**src/design/cache_array.sv**
```systemverilog
`default_nettype none
`timescale 1ns/100ps

// per-set storage, shared by the tag store and the data store
module cache_array #(
  parameter type payload_t = logic [31:0],
  parameter int  DEPTH     = 16
) (
  input  wire                     clk,
  input  wire                     reset,
  input  wire                     we,
  input  wire [$clog2(DEPTH)-1:0] waddr,
  input  wire payload_t           wdata,
  input  wire [$clog2(DEPTH)-1:0] raddr,
  output payload_t                rdata
);

  payload_t entries [DEPTH];

  // everything cleared on reset so valid and dirty start low
  always_ff @(posedge clk) begin
    if (reset) begin
      for (int i = 0; i < DEPTH; i++) begin
        entries[i] <= '0;
      end
    end else if (we) begin
      entries[waddr] <= wdata;
    end
  end

  // read is combinational so compare happens in the same cycle
  assign rdata = entries[raddr];

endmodule

`default_nettype wire

```
**config.mk**
```make
export PLATFORM = sky130hd
export DESIGN_NAME = cache_array
export DESIGN_NICKNAME = d
export VERILOG_FILES = /design/src/design/cache_array.sv
export SDC_FILE = /design/constraint.sdc
export NUM_CORES = 1
export LEC_CHECK = 0
export BUFFER_PORTS_ARGS = -buffer_cell sky130_fd_sc_hd__buf_2
export CORE_MARGIN = 4
export CORE_UTILIZATION = 45
export CTS_CLUSTER_SIZE = 16
export DETAILED_ROUTE_END_ITERATION = 12
export PLACE_DENSITY = 0.68
export SKIP_LAST_GASP = 1
export SLEW_MARGIN = 20
export SYNTH_ARGS = -nofsm -noshare
export SYNTH_HDL_FRONTEND = slang
export SYNTH_SLANG_ARGS = --single-unit
export TNS_END_PERCENT = 50
```
**constraint.sdc**
```tcl
create_clock -name clk -period 3 [get_ports clk]
set_input_delay 0 -clock clk [delete_from_list [all_inputs] [get_ports clk]]
set_output_delay 0 -clock clk [all_outputs]
set_load 0.05 [all_outputs]
```
==> impl_metrics.tcl <==
set metrics [dict create \
    gp_congestion 0.774 \
    fp.dieW_um 234 \
    worstSetupPathType "register to primary output" \
    synthCells 1416 \
    post_drt_wl_per_cell_um 26.4 \
    vias 12468 \
    tightest_slew_ns 0.651 \
    ios 75 \
    drive_above_1_share 0.254 \
    finalSetupTns_ns 0 \
    grt_pass1_wl_mm 88.0 \
    reg.largest.list "entries x512" \
    finalSetupViolCount 0 \
    grt_pass1_vias 13456 \
    start_kind "register" \
    drt-total-wl_mm 58.2 \
    htreeDepth 2 \
    synthMostInstantiatedCell "edfxtp_1" \
    synth.top_cells.by_count "edfxtp_1 (512), and2_1 (481), mux4_2 (128)" \
    cp.arrival_ns 2.09 \
    synth.ff_latch_count 512 \
    cp_max_fo 1 \
    place_area_mm2 0.0243 \
    diodes 0 \
    p_int_mw 12.0 \
    synth_cell_types 22 \
    drv_cap 0 \
    cts-root-buf "clkbuf_16" \
    netlist_top_cells_area "edfxtp_1 (67%), and2_1 (13%), mux4_2 (13%), a22oi_1 (2.1%), clkbuf_1 (1.6%)" \
    grt_max_degree 51 \
    ys_seq_area_frac 0.672 \
    post_cts_buffers 0 \
    syn_avg_cell_area_um2 16.2 \
    regMostFlops "entries" \
    fmax_mhz 478 \
    drtIter0Drc 1088 \
    peakVddDrop_uv 446 \
    hp-class "input pin to register" \
    port_buffers 74 \
    synthToLayoutAreaGrowth_pct 13.9 \
    clkPwrFrac 0.372 \
    synth_edf_count 512 \
    instances_no_fill 2209 \
    finalHoldViolCount 0 \
    grt_setup_unrepaired "false" \
    synth_top_cell_area_share 0.672 \
    synth_flop_cell "edfxtp_1" \
    endpoint "rdata[4]" \
    crit_required_ns 3.00 \
    cts_buffers 51 \
    largest_reg_flops 512 \
    ant_nets 0 \
    max_stage_delay_ns 0.48 \
    clock_sinks 512 \
    cp-end-kind "primary output" \
    coreArea_mm2 0.0503 \
    leakagePower_nw 9.15 \
    period_share 0.698 \
    dp.cells 2088 \
    slew_violations 0 \
    drcViolationCount 0 \
    p_per_area_mw_per_mm2 599 \
    crit_chain "mux4_2 > a22oi_1 > nand2_1 > buf_2" \
    power_frac_comb 0.092 \
    groute.usage.overall 0.220 \
    status "finished, final reports clean" \
    cts_tree "yes" \
    yosys_warnings 0 \
    seq_power_share 0.536 \
    power_switching_mw 3.68 \
    final_net_count 1544 \
    syn_area_mm2 0.0229 \
    viasPerCell 5.64 \
    num-fill-cells 4105 \
    grt_antenna_before_repair 0 \
    die-area_mm2 0.0545 \
    hpwl_mm 33.0 \
    ys_async_sr_fraction 0 \
    cts.clk_slew.worst_paths_ns 0.06 \
    initial_core_util 0.455 \
    cts.path.max_buffers 3 \
    dr.pass1.iters 7 \
    die-height_um 234 \
    syn_nets 1459 \
    period_needed_ns 2.09 \
    num_rows 82 \
    synth_top_area_cell "edfxtp_1" \
    finalInstanceArea_mm2 0.0261 \
    cp_slowest_cell "mux4_2" \
    overflow 0 \
    crit_start "entries[10][4]$_SDFFCE_PN0P_" \
    relSlewSlack 0.566 \
    switching_share 0.235 \
]
==> power groups by stage <==
stage	logic, mW	clock network [mW]	registers (mW)
after floorplan	0.919	0	8.48
after global placement	1.40	0	8.50
after detailed placement	1.42	0	8.53
after CTS	1.46	5.91	8.38
after global routing	1.53	6.23	8.41
final	1.44	5.82	8.37
==> per-layer routing <==
layer,wire length [µm],part of all wire,global-route usage,vias up
met5,0,0,0,-
met4,1510,0.026,0.0583,0
met3,3670,0.063,0.0340,94
met2,29800,0.51,0.383,456
met1,23300,0.40,0.289,6513
li1,-,-,-,5405
==> per-stage QoR <==
step / power (mW) / worst slack (ns) / hold slack (ns) / util
2_1_floorplan: 9.40 / 1.34 / 0.198 / -
3_3_place_gp: 9.91 / 0.966 / 0.452 / 0.483
3_5_place_dp: 9.95 / 0.972 / 0.466 / 0.483
4_1_cts: 15.7 / 0.849 / 0.221 / 0.519
5_1_grt: 16.2 / 0.778 / 0.272 / 0.519
6_report: 15.6 / 0.907 / 0.239 / 0.519
==> worst min-delay path by stage <==
| stage | from | endpoint | slack (ns) | cells after the start |
|---|---|---|---|---|
| after floorplan | wdata[0] | entries[12][0]$_SDFFCE_PN0P_ | 0.20 | 1 |
| after global placement | wdata[28] | entries[2][28]$_SDFFCE_PN0P_ | 0.45 | 2 |
| after detailed placement | wdata[30] | entries[3][30]$_SDFFCE_PN0P_ | 0.47 | 2 |
| after CTS | reset | entries[10][0]$_SDFFCE_PN0P_ | 0.22 | 2 |
| after global routing | reset | entries[10][0]$_SDFFCE_PN0P_ | 0.27 | 2 |
| final | reset | entries[11][29]$_SDFFCE_PN0P_ | 0.24 | 2 |
==> cells in the final DEF (no fill, tap or decap), drive strengths merged <==
cell type | netlist | final
nand4bb | 2 | 2
and2 | 513 | 513
or2 | 16 | 16
a22oi | 64 | 64
nor3 | 4 | 4
nor2 | 13 | 13
nand2 | 33 | 33
nor2b | 2 | 2
buf | 22 | 124
mux4 | 128 | 128
or4b | 1 | 1
nand2b | 2 | 2
dlygate4sd3 | 0 | 32
nand4b | 1 | 1
clkinv | 0 | 26
edfxtp | 512 | 512
inv | 0 | 1
clkbuf | 103 | 63
==> critical path, delay by kind of cell, from the launching register on <==
kind            cells  cell delay [ns]
simple gates        1             0.15
mux                 1             0.48
compound gates      1             0.24
buf+inv             1             0.24
flops               1             0.37
==> kinds of logic (layout without fill, tap and decap cells) <==
family,Yosys count,count (layout),synth area share
flip-flops,512,512,0.672
AND/OR/NAND/NOR,587,587,0.159
multiplexers,128,128,0.126
AO/OA/AOI/OAI,64,64,0.0210
buffers and inverters,125,246,0.0220
==> area by class of cell <==
type                       count  area, µm²  area share
clock buffer                  62       1340      0.0513
sequential                   512      15400       0.589
multi-input combinational    779       7080       0.271
tap                          672        841      0.0322
clock inverter                27        136     0.00523
timing repair buffer         157       1310      0.0504
==> timing repair <==
action | CTS | global route
endpoints found under the setup margin | 0 | 0
hold buffers | 32 | 0
gates resized for setup | 0 | 0
hold endpoints to repair | 512 | 0
Note: power is estimated with default switching activity, not from simulation.
