[config.mk]
export PLATFORM = sky130hd
export DESIGN_NAME = cache_ctrl_flat
export DESIGN_NICKNAME = d
export VERILOG_FILES = /design/src/design/cache_pkg.sv /design/src/design/mem_pkg.sv /design/src/design/mem_if.sv /design/src/design/cache_ctrl.sv /design/src/flat_wrapper.sv
export VERILOG_INCLUDE_DIRS = /design/src /design/src/design
export SDC_FILE = /design/constraint.sdc
export NUM_CORES = 1
export LEC_CHECK = 0
export BUFFER_PORTS_ARGS = -buffer_cell sky130_fd_sc_hd__buf_4
export CORE_AREA = 2 2 270 272
export CTS_CLUSTER_SIZE = 8
export DETAILED_ROUTE_END_ITERATION = 6
export DIE_AREA = 0 0 272 274
export PLACE_DENSITY = 0.36
export SETUP_SLACK_MARGIN = 0.5
export SLEW_MARGIN = 15
export SYNTH_ARGS = -nofsm -noshare
export SYNTH_HDL_FRONTEND = slang
export SYNTH_SLANG_ARGS = --single-unit
[constraint.sdc]
create_clock -name clk -period 3.84 [get_ports clk]
set_clock_uncertainty 0.1 [all_clocks]
set_input_delay 0.576 -clock clk [delete_from_list [all_inputs] [get_ports clk]]
set_output_delay 0.576 -clock clk [all_outputs]
set_load 0.01 [all_outputs]
[src/design/cache_consts.svh]
`ifndef CACHE_CONSTS_SVH
`define CACHE_CONSTS_SVH

// requester byte address
`define ADDR_W 32

// direct mapped, one line per set
`define NUM_SETS 16
`define IDX_W 4

// four words per line
`define LINE_BYTES 16
`define OFS_W 4
`define WORD_SEL_W 2

`define TAG_W 24

// backing memory, 4 KiB of lines
`define MEM_LINES 256
`define MEM_ADDR_W 8
`define MEM_LATENCY 4

`endif

[src/design/cache_pkg.sv]
`default_nettype none

`include "cache_consts.svh"

package cache_pkg;

  typedef logic [31:0] word_t;

  typedef logic [`TAG_W-1:0] tag_t;

  typedef logic [`IDX_W-1:0] set_idx_t;

  // word within a line
  typedef logic [`WORD_SEL_W-1:0] word_sel_t;

  // one tag store entry per set
  typedef struct packed {
    logic valid;
    logic dirty;
    tag_t tag;
  } tag_entry_t;

  typedef enum logic [1:0] {
    idle        = 2'b00,
    compare_tag = 2'b01,
    allocate    = 2'b10,
    write_back  = 2'b11
  } cache_state_t;

endpackage

`default_nettype wire

[src/design/mem_pkg.sv]
`default_nettype none

`include "cache_consts.svh"

package mem_pkg;

  // word 0 sits in the low bits
  typedef logic [`LINE_BYTES*8-1:0] line_t;

  // byte address >> OFS_W, truncated
  typedef logic [`MEM_ADDR_W-1:0] line_addr_t;

endpackage

`default_nettype wire

[src/design/mem_if.sv]
`default_nettype none
`timescale 1ns/100ps

// line transfers between controller and backing memory
interface mem_if
  import mem_pkg::*;
();

  // request side, one cycle per transfer
  logic       req;
  logic       write;
  line_addr_t line_addr;
  line_t      wdata;

  // memory idle
  logic       ready;
  // done pulse, read data valid in the same cycle
  logic       rvalid;

  modport master (
    output req,
    output write,
    output line_addr,
    output wdata,
    input  ready,
    input  rvalid
  );

  modport slave (
    input  req,
    input  write,
    input  line_addr,
    input  wdata,
    output ready,
    output rvalid
  );

endinterface

`default_nettype wire

[src/design/cache_ctrl.sv]
`default_nettype none
`timescale 1ns/100ps

`include "cache_consts.svh"

module cache_ctrl
  import cache_pkg::*;
  import mem_pkg::*;
(
  input  wire                clk,
  input  wire                reset,
  // requester
  input  wire                req_valid,
  input  wire [`ADDR_W-1:0]  req_addr,
  input  wire                req_write,
  input  wire word_t         req_wdata,
  output logic               req_ready,
  output logic               resp_valid,
  output word_t              resp_rdata,
  output logic               resp_hit,
  // tag store
  output logic               tag_we,
  output tag_entry_t         tag_wdata,
  input  wire tag_entry_t    tag_rdata,
  // data store
  output logic               data_we,
  output line_t              data_wdata,
  input  wire line_t         data_rdata,
  // backing memory
  mem_if.master              mem,
  input  wire line_t         mem_rdata,
  // index shared by both arrays
  output set_idx_t           set_idx
);

  localparam int BYTE_W     = `OFS_W - `WORD_SEL_W;
  localparam int LINE_NUM_W = `ADDR_W - `OFS_W;

  cache_state_t            state;
  cache_state_t            next_state;
  logic [`ADDR_W-1:0]      addr_q;
  logic                    write_q;
  word_t                   wdata_q;
  logic                    miss_seen;
  tag_t                    req_tag;
  word_sel_t               word_sel;
  logic                    hit;
  line_t                   merged_line;
  logic [LINE_NUM_W-1:0]   fill_line;
  logic [LINE_NUM_W-1:0]   victim_line;

  // address split of the latched request
  assign req_tag   = addr_q[`ADDR_W-1 -: `TAG_W];
  assign set_idx   = addr_q[`OFS_W +: `IDX_W];
  assign word_sel  = addr_q[BYTE_W +: `WORD_SEL_W];
  assign fill_line = addr_q[`ADDR_W-1:`OFS_W];
  // victim lives at old tag + same index
  assign victim_line = {tag_rdata.tag, set_idx};

  assign hit = tag_rdata.valid && (tag_rdata.tag == req_tag);

  assign req_ready  = (state == idle);
  assign resp_valid = (state == compare_tag) && hit;
  // a retried compare after a fill still reports a miss
  assign resp_hit   = hit && !miss_seen;
  assign resp_rdata = write_q ? wdata_q : data_rdata[32*word_sel +: 32];

  // write data merged into the current line
  always_comb begin
    merged_line = data_rdata;
    merged_line[32*word_sel +: 32] = wdata_q;
  end

  // request latch, requester need not hold its inputs
  always_ff @(posedge clk) begin
    if (req_valid && req_ready) begin
      addr_q  <= req_addr;
      write_q <= req_write;
      wdata_q <= req_wdata;
    end
  end

  always_ff @(posedge clk) begin
    if (reset) begin
      state     <= idle;
      miss_seen <= 1'b0;
    end else begin
      state <= next_state;
      if (req_valid && req_ready) begin
        miss_seen <= 1'b0;
      end else if (state == compare_tag && !hit) begin
        miss_seen <= 1'b1;
      end
    end
  end

  always_comb begin
    next_state     = state;
    tag_we         = 1'b0;
    tag_wdata      = tag_rdata;
    data_we        = 1'b0;
    data_wdata     = data_rdata;
    mem.req        = 1'b0;
    mem.write      = 1'b0;
    mem.line_addr  = fill_line[`MEM_ADDR_W-1:0];
    mem.wdata      = data_rdata;

    case (state)
      idle: begin
        if (req_valid) begin
          next_state = compare_tag;
        end
      end
      compare_tag: begin
        if (hit) begin
          if (write_q) begin
            data_we    = 1'b1;
            data_wdata = merged_line;
            tag_we     = 1'b1;
            tag_wdata  = '{valid: 1'b1, dirty: 1'b1, tag: req_tag};
          end
          next_state = idle;
        end else if (mem.ready) begin
          mem.req = 1'b1;
          if (tag_rdata.valid && tag_rdata.dirty) begin
            // dirty victim goes out first
            mem.write     = 1'b1;
            mem.line_addr = victim_line[`MEM_ADDR_W-1:0];
            next_state    = write_back;
          end else begin
            next_state = allocate;
          end
        end
      end
      write_back: begin
        // memory is idle again in its done cycle, so the fill goes out at once
        if (mem.rvalid) begin
          mem.req    = 1'b1;
          next_state = allocate;
        end
      end
      allocate: begin
        if (mem.rvalid) begin
          data_we    = 1'b1;
          data_wdata = mem_rdata;
          tag_we     = 1'b1;
          tag_wdata  = '{valid: 1'b1, dirty: 1'b0, tag: req_tag};
          next_state = compare_tag;
        end
      end
      default: next_state = idle;
    endcase
  end

endmodule

`default_nettype wire

[src/flat_wrapper.sv]
// flat-port wrapper written by rule: the top's interface ports become plain ports
module cache_ctrl_flat import cache_pkg::*; import mem_pkg::*;
  (clk, reset, req_valid, req_addr, req_write, req_wdata, req_ready, resp_valid, resp_rdata, resp_hit, tag_we, tag_wdata, tag_rdata, data_we, data_wdata, data_rdata, mem_rdata, set_idx, mem_req, mem_write, mem_line_addr, mem_wdata, mem_ready, mem_rvalid);
  mem_if mem_i ();
  input  wire clk;
  input  wire reset;
  input  wire req_valid;
  input  wire [`ADDR_W-1:0] req_addr;
  input  wire req_write;
  input  wire word_t req_wdata;
  output logic req_ready;
  output logic resp_valid;
  output word_t resp_rdata;
  output logic resp_hit;
  output logic tag_we;
  output tag_entry_t tag_wdata;
  input  wire tag_entry_t tag_rdata;
  output logic data_we;
  output line_t data_wdata;
  input  wire line_t data_rdata;
  input  wire line_t mem_rdata;
  output set_idx_t set_idx;
  output wire logic [$bits(mem_i.req)-1:0] mem_req;
  output wire logic [$bits(mem_i.write)-1:0] mem_write;
  output wire logic [$bits(mem_i.line_addr)-1:0] mem_line_addr;
  output wire logic [$bits(mem_i.wdata)-1:0] mem_wdata;
  input wire logic [$bits(mem_i.ready)-1:0] mem_ready;
  input wire logic [$bits(mem_i.rvalid)-1:0] mem_rvalid;
  assign mem_req = mem_i.req;
  assign mem_write = mem_i.write;
  assign mem_line_addr = mem_i.line_addr;
  assign mem_wdata = mem_i.wdata;
  assign mem_i.ready = mem_ready;
  assign mem_i.rvalid = mem_rvalid;
  cache_ctrl u_core (.clk(clk), .reset(reset), .req_valid(req_valid), .req_addr(req_addr), .req_write(req_write), .req_wdata(req_wdata), .req_ready(req_ready), .resp_valid(resp_valid), .resp_rdata(resp_rdata), .resp_hit(resp_hit), .tag_we(tag_we), .tag_wdata(tag_wdata), .tag_rdata(tag_rdata), .data_we(data_we), .data_wdata(data_wdata), .data_rdata(data_rdata), .mem(mem_i), .mem_rdata(mem_rdata), .set_idx(set_idx));
endmodule
==> results of run 1 <==
how the worst max path moves through the flow:
| stage | start | to | slack [ps] |
|---|---|---|---|
| finish | u_core.addr_q[25] | data_wdata[10] | 190 |
| global route | u_core.addr_q[23] | data_wdata[10] | 100 |
| CTS | u_core.addr_q[23] | data_wdata[10] | 140 |
| detailed placement | tag_rdata[3] | data_wdata[19] | 130 |
| global placement | tag_rdata[3] | data_wdata[19] | 100 |
| floorplan | u_core.addr_q[3] | data_wdata[34] | 420 |
cell usage in the layout, fill, tap and decap left out, types with 7 or more instances in the layout:
master,instances
a21oi_1,34
a221o_1,125
a22o_1,117
a41oi_2,16
buf_12,39
buf_16,17
buf_4,669
buf_6,63
buf_8,8
clkbuf_16,11
edfxtp_1,63
ha_1,7
inv_1,129
mux2_2,32
mux4_2,32
nand2_1,108
nand3_1,26
nor2_1,7
nor2b_1,65
o211ai_1,8
o21ai_0,121
o21ai_1,10
o21ai_2,11
xnor2_1,11
xor2_1,11
metal layers:
layer | vias up | wire length, um | global-route usage [%]
li1 | 5695 | - | -
met1 | 6244 | 31300 | 23.6
met2 | 631 | 37000 | 33.6
met3 | 83 | 5560 | 4.45
met4 | 2 | 2010 | 4.97
met5 | - | 10 | 0
stage by stage:
| step | instance area, um2 | total power, uW | instances | setup WS [ps] |
|---|---|---|---|---|
| after floorplan | 10100 | 5410 | 1253 | 420 |
| after global placement | 15700 | 9780 | 2694 | 96.2 |
| after detailed placement | 15700 | 9740 | 2694 | 129 |
| after CTS | 17400 | 11800 | 2768 | 138 |
| after global routing | 17700 | 12500 | 2775 | 104 |
| final | 17700 | 11800 | 2775 | 186 |
layout make-up:
| cell class | instances | area share (%) |
|---|---|---|
| Multi-Input combinational cell | 804 | 37.0 |
| Timing Repair Buffer | 798 | 40.5 |
| Inverter | 132 | 2.81 |
| Tap cell | 959 | 6.79 |
| Sequential cell | 66 | 11.1 |
| Clock buffer | 9 | 1.28 |
| Clock inverter | 7 | 0.524 |
sequential cells by signal, indices dropped and copies added, names as in the netlist:
name	flops
u_core.miss_seen	1
u_core.addr_q	30
u_core.wdata_q	32
u_core.state	2
u_core.write_q	1
power by group through the flow:
stage / clock [uW] / combinational, uW / sequential [uW]
3_3_place_gp: 0 / 8530 / 1250
3_5_place_dp: 0 / 8490 / 1250
4_1_cts: 1060 / 9460 / 1250
2_1_floorplan: 0 / 4270 / 1140
5_1_grt: 1080 / 10100 / 1280
6_report: 1020 / 9530 / 1260
logic make-up after synthesis:
family,Yosys count,share of synthesized area (%)
AOI/OAI and AO/OA,465,35.0
xor gates and xnor gates,24,2.07
adders and majority gates,9,1.11
buffers and inverters,384,19.9
DFF,66,19.2
muxes,68,11.1
and+or+nand+nor,237,11.6
repair_timing:
item / 4_1_cts / 5_1_grt
setup endpoints to repair: 161 / 161
setup buffers: 39 / 5
cloned: 19 / 2
gates resized for setup: 141 / 42
pin swaps: 59 / 44
==> impl_metrics.env, run 1 <==
export IMPL_drcViolationCount=0
export IMPL_crit_slowest_cell="o41a_4"
export IMPL_yosys_most_used_dff="edfxtp_1"
export IMPL_period_needed_ps=3650
export IMPL_initialDrtViolationCount=814
export IMPL_regArea_um2=1960
export IMPL_slew_viol_final=0
export IMPL_min_to="u_core.wdata_q[6]"
export IMPL_crit_chain="xor2_1 -> nor4_2 -> nand4_1 -> o41a_4 -> buf_12 -> a221o_1 -> buf_4"
export IMPL_synth_sequential_area_ratio_pct=19.2
export IMPL_drt_total_wl_um=75900
export IMPL_drive_gt1_share_pct=51.9
export IMPL_slowest_delay_ps=560
export IMPL_endpoint_kind="output pin"
export IMPL_hold_viol=0
export IMPL_whs_ps=254
export IMPL_rr_endpoint="u_core.state[1]"
export IMPL_synth_nets=1614
export IMPL_worstSkewPairLatency_ps=390
export IMPL_vias=12700
export IMPL_internal_power_uw=6110
export IMPL_holdCritPathClass="in -> reg"
export IMPL_ir_drop_v=0.000255
export IMPL_netlist_area_um2=10100
export IMPL_async_flop_share_pct=0
export IMPL_cts_hold_fix_buffers=0
export IMPL_synth_seq_cells=66
export IMPL_die_h_um=274
export IMPL_p_leak_uw=0.00770
export IMPL_die_w_um=272
export IMPL_nets=2172
export IMPL_ys_types=45
export IMPL_cp_top_family="compound AO/OA/AOI/OAI gates"
export IMPL_ios=685
export IMPL_fillers=7880
export IMPL_min_from="req_wdata[6]"
export IMPL_setup_viol=0
export IMPL_cp_buffers_inverters=2
export IMPL_synth_area_top_cells="edfxtp_1, a221o_1, buf_4"
export IMPL_place_hpwl_um=52600
export IMPL_rows=99
export IMPL_seq_power_share_pct=10.7
export IMPL_cp_required_ps=3160
export IMPL_holdPathStages=1
export IMPL_synth_common_cells="buf_4, o21ai_0, inv_1"
export IMPL_avgRoutedWirePerCell_um=27.4
export IMPL_r2r_start="u_core.addr_q[11]"
export IMPL_rr_worst_depth=14
export IMPL_postSynthCellCount=1253
export IMPL_worstSetupPathType="reg -> out"
export IMPL_grt_setup_unrepaired="true"
export IMPL_worstMarginPinSlew_ps=757
export IMPL_area_delta_synth_final_pct=74.1
export IMPL_drv_cap=0
export IMPL_grt_overflow=0
export IMPL_worst_setup_path_start_kind="flip-flop"
export IMPL_yosysTopAreaCellShare_pct=18.7
export IMPL_cts_clk_slew_worst_paths_ps=90
export IMPL_start_util_pct=14.1
export IMPL_cts_tree="done"
export IMPL_status="complete, no violations"
export IMPL_cp_num_cells=7
export IMPL_powerDensity_nw_per_um2=668
export IMPL_htreeDepth=3
export IMPL_grt_pass1_wl_um=101000
export IMPL_grt_max_degree=92
export IMPL_drtPass1Iterations=6
export IMPL_antenna_found_initial=2
export IMPL_core_um2=72000
export IMPL_fp_dieArea_um2=74500
export IMPL_cts_sinks=66
export IMPL_synth_edf_count=63
export IMPL_avgSynthCellArea_um2=8.10
export IMPL_crit_arrival_ps=2980
export IMPL_multi_input_area_um2=6540
export IMPL_diodes=0
export IMPL_power_frac_comb_pct=80.7
export IMPL_switching_power_uw=5690
export IMPL_drtAntennaViolNets=0
export IMPL_power_frac_clock_pct=8.6
export IMPL_setup_tns_ps=0
export IMPL_switching_share_pct=48.2
export IMPL_min_period_over_period_pct=95.2
export IMPL_finalCoreUtilization_pct=24.5
export IMPL_worstPathMaxFanout=16
export IMPL_cts_root_buffer_cell="clkbuf_16"
export IMPL_netlist_top_cell_by_area="edfxtp_1"
export IMPL_max_freq_ghz=0.274
export IMPL_numCtsBuffers=9
export IMPL_yosysWarnings=0
export IMPL_grt_pass1_vias=12600
export IMPL_routabilityCongestion=0.869
export IMPL_viasPerCell=4.56
export IMPL_reg2reg_slack_ps=1180
export IMPL_port_buffers=682
export IMPL_globalRouteTotalUtil_pct=19.2
export IMPL_slew_headroom_pct=49.5
export IMPL_cts_buffer_depth=2
Power figures use the tool's default switching activity.
==> run 2: changes to the inputs <==
==> constraint.sdc (replaced) <==
create_clock -name clk -period 4.16 [get_ports clk]
set_clock_uncertainty 0.1 [all_clocks]
set_input_delay 0.624 -clock clk [delete_from_list [all_inputs] [get_ports clk]]
set_output_delay 0.624 -clock clk [all_outputs]
set_load 0.01 [all_outputs]
==> run 2 against run 1 <==
Setup slack better by 380 ps. Global-route usage down 0.98 points. Design area down 5.5%. Clock-buffer cell count unchanged. Register-to-register slack better by 700 ps. Hold slack better by 60 ps. Critical path depth up 1. Sequential share of layout area up 0.64 points. Critical path type unchanged.
==> impl_metrics.env, run 2 (same netlist as run 1, synthesis figures left out) <==
export IMPL_cts_hold_fix_buffers=0
export IMPL_top_regs="u_core.wdata_q: 32 flops, u_core.addr_q: 30 flops, u_core.state: 2 flops"
export IMPL_worstSetupPathType="reg -> out"
export IMPL_drtAntennaViolNets=0
export IMPL_grt_overflow=0
export IMPL_status="complete, no violations"
export IMPL_htreeDepth=3
export IMPL_top_layer_used="met5"
export IMPL_setup_tns_ps=0
export IMPL_rows=99
export IMPL_worst_setup_path_start_kind="flip-flop"
export IMPL_worstPathMaxFanout=9
export IMPL_setup_viol=0
export IMPL_layout_common_cells="buf_4, o21ai_0, inv_1"
export IMPL_routabilityCongestion=0.836
export IMPL_port_buffers=682
export IMPL_globalRouteTotalUtil_pct=18.2
export IMPL_largest_register="u_core.wdata_q"
export IMPL_drcViolationCount=0
export IMPL_met2WireLength_um=35700
export IMPL_die_w_um=272
export IMPL_whs_ps=314
export IMPL_max_freq_ghz=0.279
export IMPL_cts_buffer_depth=2
export IMPL_final_common_cell="buf_4"
export IMPL_slew_headroom_pct=38.7
export IMPL_pre_cts_ws_ps=253
export IMPL_start_util_pct=14.1
export IMPL_antenna_found_initial=7
export IMPL_drv_cap=0
export IMPL_endpoint_kind="output pin"
export IMPL_fin_cells=2746
export IMPL_nets=2142
export IMPL_met1_length_um=30200
export IMPL_viasPerCell=4.53
export IMPL_grt_setup_unrepaired="true"
export IMPL_post_place_cells=2682
export IMPL_area_delta_synth_final_pct=64.6
export IMPL_min_period_over_period_pct=86.3
export IMPL_vias=12400
export IMPL_worstMarginPinSlew_ps=919
export IMPL_crit_arrival_ps=2870
export IMPL_drt_total_wl_um=73300
export IMPL_ir_drop_v=0.000274
export IMPL_fp_dieArea_um2=74500
export IMPL_ios=685
export IMPL_fillers=8008
export IMPL_slew_viol_final=0
export IMPL_cp_required_ps=3440
export IMPL_cts_sinks=66
export IMPL_cts_tree="done"
export IMPL_worstSkewPairLatency_ps=380
export IMPL_dr_wl_met3_um=6370
export IMPL_hold_viol=0
export IMPL_drive_gt1_share_pct=49.8
export IMPL_die_h_um=274
export IMPL_powerDensity_nw_per_um2=606
export IMPL_cts_clk_slew_worst_paths_ps=70
export IMPL_avgRoutedWirePerCell_um=26.7
export IMPL_largest_reg_flops=32
export IMPL_timing_final_ws_setup_ps=570
export IMPL_place_hpwl_um=51500
export IMPL_period_needed_ps=3590
export IMPL_grt_max_degree=84
export IMPL_core_um2=72000
export IMPL_grt_pass1_wl_um=96600
export IMPL_fin_total_pwr_uw=10100
export IMPL_cts_root_buffer_cell="clkbuf_16"
export IMPL_drtPass1Iterations=5
export IMPL_p_leak_uw=0.00736
export IMPL_initialDrtViolationCount=728
export IMPL_numCtsBuffers=9
export IMPL_holdCritPathClass="in -> reg"
export IMPL_grt_pass1_vias=12100
[run 2: worst paths after layout]
| path | start | endpoint | slack, ps | cells after the start |
|---|---|---|---|---|
| setup / recovery | u_core.addr_q[25] | data_wdata[0] | 570 | 8 |
| hold / removal | req_wdata[31] | u_core.wdata_q[31] | 310 | 1 |
| setup reg to reg | u_core.addr_q[20] | u_core.miss_seen | 1880 | 7 |
| hold reg to reg | u_core.miss_seen | u_core.miss_seen | 350 | 2 |
[run 2: power breakdown]
part	switching [uW]	leakage (uW)	internal, uW
sequential	222	0.000623	935
combinational	4320	0.00660	3760
clock	414	0.000142	470
total	4950	0.00736	5170
[run 2: critical path, cell delays in order (launching register included)]
cell and delay (ps):
edfxtp_1 440, xor2_1 180, nor4_1 310, nand4_1 160, buf_6 180, o41a_4 500, buf_12 170, a221o_2 390
buf_4 150
[run 2: area by class of cell]
cell class                      count  area (um2)  area share (%)
Inverter                          132         495            2.97
Tap cell                          959        1200            7.19
Clock inverter                      7        76.3           0.457
Clock buffer                        9         225            1.35
Antenna cell                        1        2.50          0.0150
Sequential cell                    66        1960            11.7
Timing Repair Buffer              768        6350            38.0
Multi-Input combinational cell    804        6380            38.2
[run 2: stage by stage]
| stage | cell area (um2) | utilization (%) |
|---|---|---|
| 2_1_floorplan | 10100 | - |
| 3_3_place_gp | 15500 | 21.5 |
| 3_5_place_dp | 15500 | 21.5 |
| 4_1_cts | 16400 | 22.7 |
| 5_1_grt | 16700 | 23.2 |
| 6_report | 16700 | 23.2 |
[run 2: layer usage]
metal / up-vias / track usage [%]
met5: - / 0
met1: 6144 / 22.3
met3: 58 / 5.64
met4: 4 / 3.33
met2: 614 / 31.6
li1: 5622 / -
[run 2: timing repair]
item | 4_1_cts | 5_1_grt
resized for setup | 48 | 24
pin swaps | 18 | 37
buffers inserted | 25 | 13
setup endpoints to repair | 131 | 94
cloned | 5 | 4
==> run 3: changes to the inputs <==
--- a/config.mk
+++ b/config.mk
@@ -11,9 +11,9 @@
 export CTS_CLUSTER_SIZE = 8
 export DETAILED_ROUTE_END_ITERATION = 6
 export DIE_AREA = 0 0 272 274
-export PLACE_DENSITY = 0.36
 export SETUP_SLACK_MARGIN = 0.5
 export SLEW_MARGIN = 15
 export SYNTH_ARGS = -nofsm -noshare
 export SYNTH_HDL_FRONTEND = slang
 export SYNTH_SLANG_ARGS = --single-unit
+export TNS_END_PERCENT = 30
==> run 3 against run 2 <==
Power is 1.9% lower. Design area fell by 1.3%. Die area stayed put. Sequential power about the same. Combinational power is 2.6% lower. Routed wire length is 10% lower. Flip-flop and latch count is the same. Hold slack got worse by 12 ps. Via count up 2.7%. Register-to-register slack got worse by 80 ps. Setup slack got worse by 150 ps. Clock-buffer cell count did not move. Largest cell class unchanged.
==> impl_metrics.env, run 3 (same netlist as run 1, synthesis figures left out) <==
export IMPL_fin_area_um2=16500
export IMPL_grt_pass1_vias=11900
export IMPL_cts_sinks=66
export IMPL_drtAntennaViolNets=0
export IMPL_fin_total_pwr_uw=9930
export IMPL_min_period_over_period_pct=90.0
export IMPL_htreeDepth=3
export IMPL_slew_viol_final=0
export IMPL_p_leak_uw=0.00729
export IMPL_endpoint_kind="output pin"
export IMPL_setup_viol=0
export IMPL_drv_cap=0
export IMPL_fillers=7882
export IMPL_grt_setup_unrepaired="true"
export IMPL_avgRoutedWirePerCell_um=24.1
export IMPL_reg2reg_slack_ps=1800
export IMPL_max_freq_ghz=0.267
export IMPL_crit_chain="xnor2_2 -> nand4_1 -> or3_4 -> o41a_4 -> buf_6 -> a221o_1 -> buf_4"
export IMPL_drive_gt1_share_pct=49.3
export IMPL_area_delta_synth_final_pct=62.4
export IMPL_final_common_cell="buf_4"
export IMPL_initialDrtViolationCount=1123
export IMPL_antenna_found_initial=8
export IMPL_status="complete, no violations"
export IMPL_vias=12800
export IMPL_place_area_um2=15500
export IMPL_layout_common_cells="buf_4, o21ai_0, inv_1"
export IMPL_top_regs="u_core.wdata_q: 32 flops, u_core.addr_q: 30 flops, u_core.state: 2 flops"
export IMPL_numCtsBuffers=9
export IMPL_period_needed_ps=3740
export IMPL_core_um2=72000
export IMPL_cp_required_ps=3440
export IMPL_place_hpwl_um=47100
export IMPL_multi_input_area_um2=6340
export IMPL_rows=99
export IMPL_grt_overflow=0
export IMPL_fp_dieArea_um2=74500
export IMPL_worst_setup_path_start_kind="flip-flop"
export IMPL_ir_drop_v=0.000327
export IMPL_holdPathStages=1
export IMPL_drt_total_wl_um=65800
export IMPL_drcViolationCount=0
export IMPL_holdCritPathClass="in -> reg"
export IMPL_hold_viol=0
export IMPL_routabilityCongestion=0.902
export IMPL_worstMarginPinSlew_ps=786
export IMPL_drtPass1Iterations=6
export IMPL_globalRouteTotalUtil_pct=16.1
export IMPL_cts_buffer_depth=2
export IMPL_die_w_um=272
export IMPL_ios=685
export IMPL_largest_reg_flops=32
export IMPL_largest_register="u_core.wdata_q"
export IMPL_powerDensity_nw_per_um2=603
export IMPL_port_buffers=682
export IMPL_nets=2128
export IMPL_cts_clk_slew_worst_paths_ps=90
export IMPL_rr_worst_depth=8
export IMPL_grt_pass1_wl_um=86800
export IMPL_start_util_pct=14.1
export IMPL_slew_headroom_pct=47.6
export IMPL_setup_tns_ps=0
export IMPL_grt_max_degree=103
export IMPL_worstSetupPathType="reg -> out"
export IMPL_viasPerCell=4.67
export IMPL_whs_ps=302
export IMPL_die_h_um=274
export IMPL_crit_arrival_ps=3020
export IMPL_slowest_delay_ps=500
export IMPL_crit_slowest_cell="o41a_4"
export IMPL_regArea_um2=1960
export IMPL_cts_root_buffer_cell="clkbuf_16"
export IMPL_cts_tree="done"
export IMPL_worstSkewPairLatency_ps=390
export IMPL_worstPathMaxFanout=13
run 3: path summary, 6_finish.rpt:
check,start,to
worst max-delay path,u_core.addr_q[18],data_wdata[16]
worst min-delay path,req_wdata[2],u_core.wdata_q[2]
worst max register to register,u_core.state[0],u_core.state[0]
worst min register to register,u_core.miss_seen,u_core.miss_seen
run 3: worst max-delay path, delay by kind of cell (launching register included):
family	cells	cell delay (ps)
AOI/OAI and AO/OA	2	970
and+or+nand+nor	2	640
DFF	1	440
buffers and inverters	2	370
xor gates and xnor gates	1	190
run 3: stage by stage:
| stage | utilization (%) | worst slack (ps) | instances |
|---|---|---|---|
| after floorplan | - | 539 | 1253 |
| after global placement | 21.5 | 338 | 2688 |
| after detailed placement | 21.5 | 350 | 2688 |
| after CTS | 22.4 | 420 | 2715 |
| after global routing | 22.9 | 351 | 2732 |
| final | 22.9 | 417 | 2735 |
run 3: layer usage:
layer	wire, um	track usage (%)	vias up
li1	-	-	5602
met1	26300	19.9	6030
met2	30000	25.9	983
met3	6480	4.26	159
met4	2980	7.62	2
met5	16	0	-
run 3: timing repair:
action	CTS	global route
endpoints found under the setup margin	130	117
resized for setup	23	36
buffers inserted	8	13
cloned	3	3
pin swaps	11	13
hold buffers	0	0
run 3: final cells by class:
class	count	area share, %
Antenna cell	4	0.0608
Clock buffer	9	1.37
Clock inverter	7	0.509
Inverter	132	3.01
Multi-Input combinational cell	803	38.5
Sequential cell	66	11.9
Tap cell	959	7.29
Timing Repair Buffer	755	37.4
run 3: power breakdown:
group	internal, uW	switching, uW
sequential	934	217
combinational	3680	4190
clock	478	433
